$ cat src/common/mem_pkg.sv
// Shared types, opcodes, trap causes and atomic phase encoding, used by every data-memory stage file.
package mem_pkg;

    // Data word for register values, memory data and results.
    typedef logic [31:0] word_t;

    // Byte address.
    typedef logic [31:0] addr_t;

    // Instruction address, bits 31 to 1.
    typedef logic [31:1] pc_t;

    // Raw instruction word.
    typedef logic [31:0] insn_t;

    // Trap cause code.
    typedef logic [3:0] cause_t;

    // Access size as encoded in funct3[1:0].
    typedef logic [1:0] size_t;

    // Atomic arithmetic selector from insn[31:29].
    typedef logic [2:0] rmw_op_t;

    // Write byte enables, one per lane.
    typedef logic [3:0] byte_en_t;

    // Major opcodes, insn[6:2].
    localparam logic [4:0] op_load  = 5'b00000;
    localparam logic [4:0] op_store = 5'b01000;
    localparam logic [4:0] op_amo   = 5'b01011;

    // Access sizes.
    localparam size_t size_byte = 2'd0;
    localparam size_t size_half = 2'd1;
    localparam size_t size_word = 2'd2;

    // Trap causes raised by this stage.
    localparam cause_t cause_illegal     = 4'd2;
    localparam cause_t cause_load_align  = 4'd4;
    localparam cause_t cause_store_align = 4'd6;

    // Atomic ops, in insn[31:29] order.
    localparam rmw_op_t rmw_add  = 3'd0;
    localparam rmw_op_t rmw_xor  = 3'd1;
    localparam rmw_op_t rmw_or   = 3'd2;
    localparam rmw_op_t rmw_and  = 3'd3;
    localparam rmw_op_t rmw_min  = 3'd4;
    localparam rmw_op_t rmw_max  = 3'd5;
    localparam rmw_op_t rmw_minu = 3'd6;
    localparam rmw_op_t rmw_maxu = 3'd7;

    // Read-modify-write sequencer phase.
    typedef enum logic {
        phase_read,
        phase_write
    } amo_phase_e;

endpackage
$ cat src/hw/mem_stage.sv
// Data-memory pipeline stage top; sits between execute and writeback and drives the data bus.
`timescale 1ns/1ps

module mem_stage (
    input  logic              clk,
    input  logic              rst,
    input  logic              d_valid,
    input  mem_pkg::pc_t      d_pc,
    input  mem_pkg::insn_t    d_insn,
    input  logic              d_use_rd,
    input  mem_pkg::word_t    d_rs1_val,
    input  mem_pkg::word_t    d_rs2_val,
    input  logic              d_trap,
    input  mem_pkg::cause_t   d_cause,
    input  logic              mem_ready,
    input  mem_pkg::word_t    mem_rdata,
    output logic              q_valid,
    output mem_pkg::pc_t      q_pc,
    output mem_pkg::insn_t    q_insn,
    output logic              q_use_rd,
    output mem_pkg::word_t    q_rd_val,
    output logic              q_trap,
    output mem_pkg::cause_t   q_cause,
    output logic              stall_req,
    output logic              mem_re,
    output mem_pkg::byte_en_t mem_we,
    output mem_pkg::addr_t    mem_addr,
    output mem_pkg::word_t    mem_wdata
);
    logic              dec_load;
    logic              dec_store;
    logic              dec_rmw;
    logic              dec_swap;
    mem_pkg::size_t    dec_size;
    logic              dec_sign;
    mem_pkg::rmw_op_t  dec_rmw_op;
    logic              dec_misaligned;
    logic              dec_illegal;

    logic              issue;
    logic              acc_busy;
    logic              acc_done;
    mem_pkg::word_t    acc_rdata;

    // Barrier register contents.
    logic              r_valid;
    mem_pkg::pc_t      r_pc;
    mem_pkg::insn_t    r_insn;
    logic              r_use_rd;
    mem_pkg::word_t    r_rs1_val;
    logic              r_mem_rd;

    logic              trap;
    mem_pkg::cause_t   cause;
    logic              next_trap;
    mem_pkg::cause_t   next_cause;

    mem_decode u_decode (
        .d_valid    (d_valid),
        .d_trap     (d_trap),
        .insn       (d_insn),
        .addr       (d_rs1_val),
        .load       (dec_load),
        .store      (dec_store),
        .rmw        (dec_rmw),
        .swap       (dec_swap),
        .size       (dec_size),
        .sign       (dec_sign),
        .rmw_op     (dec_rmw_op),
        .misaligned (dec_misaligned),
        .illegal    (dec_illegal)
    );

    // Start a bus access when the instruction is accepted.
    assign issue = !stall_req && (dec_load || dec_store || dec_rmw || dec_swap);

    mem_access u_access (
        .clk       (clk),
        .rst       (rst),
        .issue     (issue),
        .load      (dec_load),
        .store     (dec_store),
        .rmw       (dec_rmw),
        .swap      (dec_swap),
        .size      (dec_size),
        .sign      (dec_sign),
        .rmw_op    (dec_rmw_op),
        .addr      (d_rs1_val),
        .wdata     (d_rs2_val),
        .mem_ready (mem_ready),
        .mem_rdata (mem_rdata),
        .busy      (acc_busy),
        .done      (acc_done),
        .rdata     (acc_rdata),
        .mem_re    (mem_re),
        .mem_we    (mem_we),
        .mem_addr  (mem_addr),
        .mem_wdata (mem_wdata)
    );

    // The stage waits only on its own outstanding access.
    assign stall_req = acc_busy;

    // Trap priority: incoming, illegal, load align, store align.
    always_comb begin
        next_trap  = 1'b1;
        next_cause = d_cause;
        if (d_trap) begin
            next_cause = d_cause;
        end else if (dec_illegal) begin
            next_cause = mem_pkg::cause_illegal;
        end else if (dec_misaligned && d_insn[6:2] == mem_pkg::op_load) begin
            next_cause = mem_pkg::cause_load_align;
        end else if (dec_misaligned) begin
            next_cause = mem_pkg::cause_store_align;
        end else begin
            next_trap  = 1'b0;
            next_cause = '0;
        end
    end

    always_ff @(posedge clk) begin
        if (rst) begin
            r_valid <= 1'b0;
            trap    <= 1'b0;
        end else if (!stall_req) begin
            r_valid <= d_valid;
            trap    <= next_trap;
        end
    end

    always_ff @(posedge clk) begin
        if (!stall_req) begin
            r_pc      <= d_pc;
            r_insn    <= d_insn;
            r_use_rd  <= d_use_rd;
            r_rs1_val <= d_rs1_val;
            r_mem_rd  <= dec_load || dec_rmw || dec_swap;
            cause     <= next_cause;
        end
    end

    assign q_valid  = r_valid && !trap;
    assign q_pc     = r_pc;
    assign q_insn   = r_insn;
    assign q_use_rd = r_use_rd;
    assign q_trap   = trap;
    assign q_cause  = cause;

    // Stores and non-memory instructions return rs1.
    assign q_rd_val = r_mem_rd ? acc_rdata : r_rs1_val;

    // A stall always belongs to the instruction held in the barrier.
    a_stall_needs_valid: assert property (@(posedge clk) disable iff (rst)
        stall_req |-> r_valid && !acc_done);

endmodule

$ cat src/mem_access/mem_access.sv
// Data bus sequencer: holds a request until ready, runs atomics as read then write, aligns lanes.
`timescale 1ns/1ps

module mem_access (
    input  logic                clk,
    input  logic                rst,
    input  logic                issue,
    input  logic                load,
    input  logic                store,
    input  logic                rmw,
    input  logic                swap,
    input  mem_pkg::size_t      size,
    input  logic                sign,
    input  mem_pkg::rmw_op_t    rmw_op,
    input  mem_pkg::addr_t      addr,
    input  mem_pkg::word_t      wdata,
    input  logic                mem_ready,
    input  mem_pkg::word_t      mem_rdata,
    output logic                busy,
    output logic                done,
    output mem_pkg::word_t      rdata,
    output logic                mem_re,
    output mem_pkg::byte_en_t   mem_we,
    output mem_pkg::addr_t      mem_addr,
    output mem_pkg::word_t      mem_wdata
);
    logic                pend;
    mem_pkg::amo_phase_e phase;

    // Latched request.
    logic                p_rd;
    logic                p_wr;
    logic                p_rmw;
    mem_pkg::size_t      p_size;
    logic                p_sign;
    mem_pkg::rmw_op_t    p_op;
    mem_pkg::addr_t      p_addr;
    mem_pkg::word_t      p_wdata;
    mem_pkg::word_t      old_reg;

    // Request currently on the bus.
    logic                cur_rd;
    logic                cur_wr;
    logic                cur_rmw;
    mem_pkg::size_t      cur_size;
    mem_pkg::addr_t      cur_addr;
    mem_pkg::word_t      cur_wdata;
    logic                write_phase;
    logic                wr_req;
    mem_pkg::word_t      wr_data;
    mem_pkg::word_t      alu_result;
    mem_pkg::byte_en_t   lane_we;
    mem_pkg::word_t      shifted;
    mem_pkg::word_t      ext_data;

    // The held request wins over a new issue.
    assign cur_rd    = pend ? p_rd : issue && (load || swap || rmw);
    assign cur_wr    = pend ? p_wr : issue && (store || swap);
    assign cur_rmw   = pend ? p_rmw : issue && rmw;
    assign cur_size  = pend ? p_size : size;
    assign cur_addr  = pend ? p_addr : addr;
    assign cur_wdata = pend ? p_wdata : wdata;

    assign write_phase = cur_rmw && phase == mem_pkg::phase_write;
    assign wr_req      = cur_wr || write_phase;
    assign wr_data     = write_phase ? alu_result : cur_wdata;

    // The read half of an atomic does not complete the instruction.
    assign done = pend && mem_ready && !(p_rmw && phase == mem_pkg::phase_read);
    assign busy = pend && !done;

    amo_alu u_alu (
        .op      (p_op),
        .old     (old_reg),
        .operand (p_wdata),
        .result  (alu_result)
    );

    always_ff @(posedge clk) begin
        if (rst) begin
            pend  <= 1'b0;
            phase <= mem_pkg::phase_read;
        end else begin
            if (done) begin
                pend  <= 1'b0;
                phase <= mem_pkg::phase_read;
            end else if (pend && p_rmw && mem_ready) begin
                phase <= mem_pkg::phase_write;
            end
            if (issue) begin
                pend <= 1'b1;
            end
        end
    end

    always_ff @(posedge clk) begin
        if (issue) begin
            p_rd    <= load || swap || rmw;
            p_wr    <= store || swap;
            p_rmw   <= rmw;
            p_size  <= size;
            p_sign  <= sign;
            p_op    <= rmw_op;
            p_addr  <= addr;
            p_wdata <= wdata;
        end
        // Old value for the atomic's write phase and its result.
        if (pend && p_rmw && phase == mem_pkg::phase_read && mem_ready) begin
            old_reg <= mem_rdata;
        end
    end

    // Write lane placement.
    always_comb begin
        case (cur_size)
            mem_pkg::size_byte: begin
                mem_wdata = {4{wr_data[7:0]}};
                lane_we   = mem_pkg::byte_en_t'(4'b0001 << cur_addr[1:0]);
            end
            mem_pkg::size_half: begin
                mem_wdata = {2{wr_data[15:0]}};
                lane_we   = cur_addr[1] ? 4'b1100 : 4'b0011;
            end
            default: begin
                mem_wdata = wr_data;
                lane_we   = 4'b1111;
            end
        endcase
    end

    assign mem_re   = cur_rd && !write_phase;
    assign mem_we   = wr_req ? lane_we : 4'b0000;
    assign mem_addr = {cur_addr[31:2], 2'b00};

    // Load extraction from the latched offset.
    always_comb begin
        shifted = mem_rdata >> {p_addr[1:0], 3'b000};
        case (p_size)
            mem_pkg::size_byte: ext_data = {{24{p_sign && shifted[7]}}, shifted[7:0]};
            mem_pkg::size_half: ext_data = {{16{p_sign && shifted[15]}}, shifted[15:0]};
            default:            ext_data = mem_rdata;
        endcase
    end

    // Atomics return the value read in the first phase.
    assign rdata = p_rmw ? old_reg : ext_data;

    // Misaligned word writes must have been stopped by the decoder.
    a_word_write_aligned: assert property (@(posedge clk) disable iff (rst)
        (mem_we != 4'b0000 && cur_size == mem_pkg::size_word) |-> cur_addr[1:0] == 2'b00);

    a_no_issue_while_busy: assert property (@(posedge clk) disable iff (rst)
        issue |-> !busy);

endmodule

$ cat src/mem_access/amo_alu.sv
// Atomic read-modify-write value calculator, used by the bus sequencer during the write phase.
`timescale 1ns/1ps

module amo_alu (
    input  mem_pkg::rmw_op_t op,
    input  mem_pkg::word_t   old,
    input  mem_pkg::word_t   operand,
    output mem_pkg::word_t   result
);
    logic           sub;
    logic           flip;
    mem_pkg::word_t lhs;
    mem_pkg::word_t rhs;
    logic [32:0]    sum;
    logic           old_ge;

    // Compares subtract; signed ones flip the MSBs first.
    assign sub  = op != mem_pkg::rmw_add;
    assign flip = op == mem_pkg::rmw_min || op == mem_pkg::rmw_max;

    always_comb begin
        lhs = old;
        rhs = sub ? ~operand : operand;
        if (flip) begin
            lhs[31] = ~lhs[31];
            rhs[31] = ~rhs[31];
        end
        sum = {1'b0, lhs} + {1'b0, rhs} + {32'd0, sub};
    end

    // Carry out of old - operand means old >= operand.
    assign old_ge = sum[32];

    always_comb begin
        case (op)
            mem_pkg::rmw_add:  result = sum[31:0];
            mem_pkg::rmw_xor:  result = old ^ operand;
            mem_pkg::rmw_or:   result = old | operand;
            mem_pkg::rmw_and:  result = old & operand;
            mem_pkg::rmw_min:  result = old_ge ? operand : old;
            mem_pkg::rmw_max:  result = old_ge ? old : operand;
            mem_pkg::rmw_minu: result = old_ge ? operand : old;
            default:           result = old_ge ? old : operand;
        endcase
    end

endmodule

$ cat src/hw/mem_decode.sv
// Combinational load, store and atomic decoder feeding the data-memory stage top and bus sequencer.
`timescale 1ns/1ps

module mem_decode (
    input  logic              d_valid,
    input  logic              d_trap,
    input  mem_pkg::insn_t    insn,
    input  mem_pkg::addr_t    addr,
    output logic              load,
    output logic              store,
    output logic              rmw,
    output logic              swap,
    output mem_pkg::size_t    size,
    output logic              sign,
    output mem_pkg::rmw_op_t  rmw_op,
    output logic              misaligned,
    output logic              illegal
);
    logic active;
    logic is_load;
    logic is_store;
    logic is_rmw;
    logic is_swap;

    // Only live instructions without an earlier trap decode.
    assign active = d_valid && !d_trap;

    always_comb begin
        is_load  = 1'b0;
        is_store = 1'b0;
        is_rmw   = 1'b0;
        is_swap  = 1'b0;
        illegal  = 1'b0;
        if (active) begin
            if (insn[6:2] == mem_pkg::op_load) begin
                is_load = 1'b1;
            end else if (insn[6:2] == mem_pkg::op_store) begin
                is_store = 1'b1;
            end else if (insn[6:2] == mem_pkg::op_amo) begin
                // LR and SC are not supported.
                case (insn[28:27])
                    2'b00:   is_rmw  = 1'b1;
                    2'b01:   is_swap = 1'b1;
                    default: illegal = 1'b1;
                endcase
            end
        end
    end

    // Atomics are always word sized.
    assign size   = (is_rmw || is_swap) ? mem_pkg::size_word : insn[13:12];
    assign sign   = !insn[14];
    assign rmw_op = insn[31:29];

    assign misaligned = (is_load || is_store || is_rmw || is_swap) &&
                        ((size == mem_pkg::size_half && addr[0]) ||
                         (size == mem_pkg::size_word && addr[1:0] != 2'b00));

    // A misaligned access never reaches the bus.
    assign load  = is_load && !misaligned;
    assign store = is_store && !misaligned;
    assign rmw   = is_rmw && !misaligned;
    assign swap  = is_swap && !misaligned;

endmodule

$ cat config.mk
export PLATFORM = sky130hd
export DESIGN_NAME = mem_stage
export DESIGN_NICKNAME = d
export VERILOG_FILES = /design/src/common/mem_pkg.sv /design/src/hw/mem_stage.sv /design/src/mem_access/mem_access.sv /design/src/mem_access/amo_alu.sv /design/src/hw/mem_decode.sv
export SDC_FILE = /design/constraint.sdc
export NUM_CORES = 1
export LEC_CHECK = 0
export BUFFER_PORTS_ARGS = -buffer_cell sky130_fd_sc_hd__buf_2
export CORE_UTILIZATION = 55
export CTS_BUF_LIST = sky130_fd_sc_hd__clkbuf_16
export DETAILED_ROUTE_END_ITERATION = 16
export GPL_TIMING_DRIVEN = 0
export PLACE_DENSITY = 0.81
export SLEW_MARGIN = 10
export SYNTH_ARGS = -nofsm -noshare
export SYNTH_HDL_FRONTEND = slang
export SYNTH_SLANG_ARGS = --single-unit
$ cat constraint.sdc
create_clock -name clk -period 10.2 [get_ports clk]
set_input_delay 1.02 -clock clk [delete_from_list [all_inputs] [get_ports clk]]
set_output_delay 1.02 -clock clk [all_outputs]
set_load 0.02 [all_outputs]
# Word level (Yosys, flattened, before mapping)
# Cells that the tools add are included.
[classes]
n_eq_ne = 13
addsub = 2
reduce_logical = 60
n_shift = 2
mux = 51
n_bitwise = 7
[ops]
columns = ["cell", "n"]
rows = [
  ["32-bit two-way mux", 8],
  ["32-bit one-hot mux with 5 select lines", 1],
  ["32-bit one-hot mux with 2 select lines", 2],
  ["32-bit by 32-bit adder with 33-bit output", 1],
  ["33-bit by 1-bit adder with 33-bit output", 1],
  ["32-bit AND", 1],
  ["32-bit NOT", 1],
  ["32-bit OR", 1],
  ["32-bit by 5-bit >> shifter with 16-bit output", 1],
  ["32-bit bitwise XOR", 1],
  ["1-bit two-way mux", 31],
  ["1-bit logical AND", 26],
  ["1-bit logical OR", 15],
  ["4-bit two-way mux", 3],
  ["5-bit by 4-bit equality test with 1-bit output (second input constant)", 2],
  ["3-bit equality test (second input constant)", 3],
  ["3-bit two-way mux", 3],
  ["2-bit by 1-bit equality test with 1-bit output (second input constant)", 4],
  ["1-bit logical NOT", 8],
  ["4-bit one-hot mux with 2 select lines", 1],
  ["3-bit by 2-bit equality test with 1-bit output (second input constant)", 2],
  ["2-bit logical NOT", 3],
  ["2-bit OR reduction", 3],
  ["5-bit logical NOT", 1],
  ["8 further kinds", 12],
]
[totals]
word_cells = 154
input_bits = 169
reg_bits = 210
out_inout_bits = 172

# Logic depth before layout (Yosys ltp)
[logic_depth]
word_depth = 23
ltp_mapped = 21
depth_no_buf = 13

# Modules after synthesis
# From an unflattened synthesis, not the netlist that was laid out.
[hier_totals]
cells_unflattened = 1401
hier_area_um2 = 14712.9
[by_module_without_submodules]
columns = ["mod", "area_per_inst_um2", "cells_each", "seq_area_each_um2", "instances"]
rows = [
  ["mem_access", 5733.0, 484, 3193.1, 1],
  ["amo_alu", 5068.6, 736, 0.0, 1],
  ["mem_stage", 3731.1, 157, 3072.9, 1],
  ["mem_decode", 180.2, 24, 0.0, 1],
]

# Worst setup path before layout
# OpenSTA, ideal clock, no wires.
[synth_path]
kind = "input -> register"
start = "input port mem_ready"
end = "register u_access.p_addr[0], enable pin"
t_required_ps = 9695
path_slack_ps = 2496
arrival_ps = 7199
setup_ps = 505
stages = 4
path_buffers = 0
path_cell_list = "nand2_1 nand2_1 inv_1 nor2_1"
[synth_between]
elab_chain_len = 6
[synth_lines]
columns = ["element", "line", "rtl"]
rows = [
  ["start: declaration", "mem_stage.sv:15", "input logic mem_ready,"],
  ["1-bit logical AND (2 in a row)", "mem_access.sv:69", "assign done = pend && mem_ready && !(p_rmw && phase == mem_pkg::phase_read);"],
  ["1-bit logical NOT", "mem_access.sv:70", "assign busy = pend && !done;"],
  ["1-bit logical AND", "mem_access.sv:70", ""],
  ["named net stall_req", "mem_stage.sv:24", "output logic stall_req,"],
  ["1-bit logical NOT", "n/a", ""],
  ["1-bit logical AND", "mem_stage.sv:75", "assign issue = !stall_req && (dec_load || dec_store || dec_rmw || dec_swap);"],
  ["named net issue", "mem_stage.sv:40", "logic issue;"],
  ["end signal: assignment", "mem_access.sv:104", "p_addr <= addr;"],
  ["end: declaration", "mem_access.sv:37", "mem_pkg::addr_t p_addr;"],
]
# The timed path passes the listed nets, and every way through them passes these cells.
# A chain may end at the register's enable or synchronous reset.

# Worst setup path after layout
[layout_path]
start = "register u_access.p_op[1]"
end = "output port mem_wdata[30]"
[layout_between]
elab_chain_len = 10
word_cells_on_any_way = 21
classes_between = "add/sub (2); eq/ne (6); mux (8); bitwise (1); reduce/logical (4)"
[layout_lines]
columns = ["element", "line", "rtl"]
rows = [
  ["start: declaration", "mem_access.sv:36", "mem_pkg::rmw_op_t p_op;"],
  ["start signal: assignment", "mem_access.sv:103", "p_op <= rmw_op;"],
  ["3-bit nonzero test", "amo_alu.sv:18", "assign sub = op != mem_pkg::rmw_add;"],
  ["32-bit two-way mux", "amo_alu.sv:23", "rhs = sub ? ~operand : operand;"],
  ["1-bit NOT", "amo_alu.sv:26", "rhs[31] = ~rhs[31];"],
  ["1-bit two-way mux", "amo_alu.sv:24", "if (flip) begin"],
  ["32-bit by 32-bit adder with 33-bit output", "amo_alu.sv:28", "sum = {1'b0, lhs} + {1'b0, rhs} + {32'd0, sub};"],
  ["33-bit by 1-bit adder with 33-bit output", "amo_alu.sv:28", ""],
  ["32-bit two-way mux, on equally long branches", "n/a", ""],
  ["32-bit one-hot mux with 5 select lines *", "amo_alu.sv:35", "case (op)"],
  ["32-bit two-way mux *", "mem_access.sv:66", "assign wr_data = write_phase ? alu_result : cur_wdata;"],
  ["32-bit one-hot mux with 2 select lines *", "mem_access.sv:115", "case (cur_size)"],
  ["end: declaration", "mem_stage.sv:28", "output mem_pkg::word_t mem_wdata"],
]
# Mark *: on every way between the ends. The rest lies on a longest branch, timed or not.

==> impl_metrics.json <==
{
  "status": "finished, final reports clean",
  "synth_fa_ha_area_frac": 0.0828,
  "layout.area.seq_sq_um": 6270,
  "yosys.area_share.simple": 0.109,
  "power_uw": 2150,
  "clock-sinks": 210,
  "fin_cells": 2157,
  "hpwl_mm": 46.2,
  "core_sq_um": 25500,
  "grt_max_degree": 70,
  "max_cap_violations": 0,
  "gp_congestion": 1.05,
  "synthDominantCellAreaShare": 0.428,
  "setup_viol": 0,
  "worstRegToRegCells": 7,
  "power_density_nw_per_um2": 124,
  "rr_endpoint": "u_access.p_addr[23]$_DFFE_PP_",
  "cts_hold_buf": 0,
  "yosys.area.top_type": "edfxtp_1",
  "rsz0062_at_grt": "false",
  "cts_buffers": 23,
  "dr.pass1.iters": 7,
  "synth-edff-count": 206,
  "rrSetupSlack_ns": 6.53,
  "syn_area_sq_um": 14500,
  "cp.required_ns": 9.18,
  "antenna_found_initial": 6,
  "peakVddDrop_v": 0.000167,
  "die_h_um": 164,
  "cts.htree.levels": 1,
  "final_cell_area_sq_um": 17400,
  "end_kind": "primary output",
  "max-clock-path-buffers": 3,
  "nNetsFinal": 2071,
  "post-route-period-util": 0.847,
  "overflow": 0,
  "grt_usage": 0.450,
  "synth_common_cells": "edfxtp_1, a21oi_1, nor2_1",
  "netlist_instances": 1440,
  "drv_slew": 0,
  "arrival_ns": 7.62,
  "yosysUniqueCellTypes": 92,
  "start_kind": "register",
  "hp-start": "r_valid$_SDFFE_PP0N_",
  "cts_setup_buffers": 0,
  "drive_above_1_share": 0.268,
  "vias": 14400,
  "path_class": "reg -> out",
  "async_flop_share": 0,
  "dieArea_sq_um": 26900,
  "fin_crit_ns": 8.64,
  "yosysMostFrequentCell": "edfxtp_1",
  "ant_nets": 0,
  "yosys_register_bits": 210,
  "ios": 341,
  "synth_mux_area_frac": 0.0854,
  "hold_viol": 0,
  "final_core_util": 0.682,
  "yosysWarnings": 0,
  "vias_per_cell": 6.66,
  "drc": 0,
  "tightest_slew_ns": 1.32,
  "start_util": 0.567,
  "grt_pass1_vias": 13600,
  "holdPathEnd": "r_valid$_SDFFE_PP0N_",
  "min_path_cells": 2,
  "avgSynthCellArea_sq_um": 10.0,
  "synth_top_family_by_area": "compound AO/OA/AOI/OAI gates",
  "synth_xor_area_frac": 0.0332,
  "cts_resized": 0,
  "num_rows": 58,
  "multi_input_comb_area_sq_um": 7510,
  "regToRegStartpoint": "u_access.pend$_SDFFE_PP0P_",
  "first_iter_violations": 1833,
  "ys_seq_area_frac": 0.434,
  "fmax_mhz": 116,
  "synth_compound_area_frac": 0.207,
  "die_width_um": 164,
  "clock-root-buffer": "clkbuf_16",
  "slew_headroom": 0.120,
  "cts_tree": "done",
  "crit_fanout": 10,
  "wirelength_mm": 61.3,
  "area_growth_pct": 20.2,
  "place_area_sq_um": 16600,
  "synth_top_flop_cell": "edfxtp_1",
  "synth_area_leaders": "edfxtp_1, ha_1, a21oi_1",
  "drt-wirelength-per-cell_um": 28.4,
  "dp_cells": 2112,
  "p_leak_uw": 0.00725,
  "io_buffers": 338,
  "insertion_delay_ns": 0.53,
  "clock-skew-final_ns": 0.0364,
  "grt_pass1_wl_mm": 87.0,
  "fillerInstances": 1994,
  "hold_path_class": "reg -> reg",
  "path_clk_slew_ns": 0.06
}
critical path: stages (launching register included):
cell and delay, ns:
edfxtp_1 0.35, buf_4 0.19, or3_1 0.12, buf_4 0.21, clkbuf_1 0.49, clkbuf_1 0.51, clkbuf_1 0.72, xnor2_1 0.24
fa_1 0.47, a211oi_1 0.57, o211ai_1 0.28, a31oi_2 0.47, a2111oi_4 0.21, nor3_4 0.48, nor3_1 0.12, o41ai_2 0.85
o22ai_1 0.33, a31o_1 0.29, buf_2 0.16
layer usage:
layer,part of all wire,track usage,vias to the layer above
met1,0.37,0.556,6812
met2,0.44,0.704,1117
met3,0.12,0.120,256
met4,0.071,0.271,4
li1,-,-,6169
met5,0.00044,0,-
layout make-up:
class / instances / area share
Tap cell: 330 / 0.0238
Sequential cell: 210 / 0.361
Clock inverter: 17 / 0.00807
Clock buffer: 23 / 0.0331
Buffer: 89 / 0.0220
Timing Repair Buffer: 341 / 0.101
Inverter: 85 / 0.0184
Multi-Input combinational cell: 1057 / 0.432
Antenna cell: 5 / 0.000720
placed cells by master, fill, tap and decap left out, drive strengths merged, types with 48 or more instances in the layout:
master  synthesis  layout
nor2          110     110
mux2i          48      48
mux2           61      61
buf            28     369
nand2          84      84
edfxtp        206     206
ha             94      94
a21oi         170     170
clkbuf         61      84
o21ai          85      85
inv            82      87
metrics by stage:
stage | worst slack (ns) | hold slack [ns] | TNS [ns]
after CTS | 1.80 | 0.455 | 0
after detailed placement | 2.37 | 0.446 | 0
after floorplan | 2.50 | 0.421 | 0
after global placement | -0.170 | 0.435 | -11.98
after global routing | 1.55 | 0.471 | 0
final | 1.56 | 0.455 | 0
how the worst max path moves through the flow:
stage	from	end	slack, ns	cells past startpoint
floorplan	mem_ready	u_access.p_addr[0]$_DFFE_PP_	2.50	4
detailed placement	u_access.p_op[2]$_DFFE_PP_	mem_wdata[19]	2.37	18
global placement	u_access.pend$_SDFFE_PP0P_	u_access.p_wdata[22]$_DFFE_PP_	-0.17	6
CTS	u_access.p_op[1]$_DFFE_PP_	mem_wdata[19]	1.80	18
global route	u_access.p_op[1]$_DFFE_PP_	mem_wdata[11]	1.55	18
finish	u_access.p_op[1]$_DFFE_PP_	mem_wdata[30]	1.56	18
power by group:
group	internal, uW	switching, uW	total, uW
sequential	979	13.1	992
clock	462	355	818
combinational	115	224	340
cells by family (layout without fill, tap and decap cells):
kind of cell,count (synthesis),after routing
mux,112,112
simple gates,333,333
fa+ha+maj,95,95
flops,210,210
compound gates,461,461
buf+inv,174,555
other cells,1,7
xor+xnor,54,54
(Power assumes the default switching activity.)
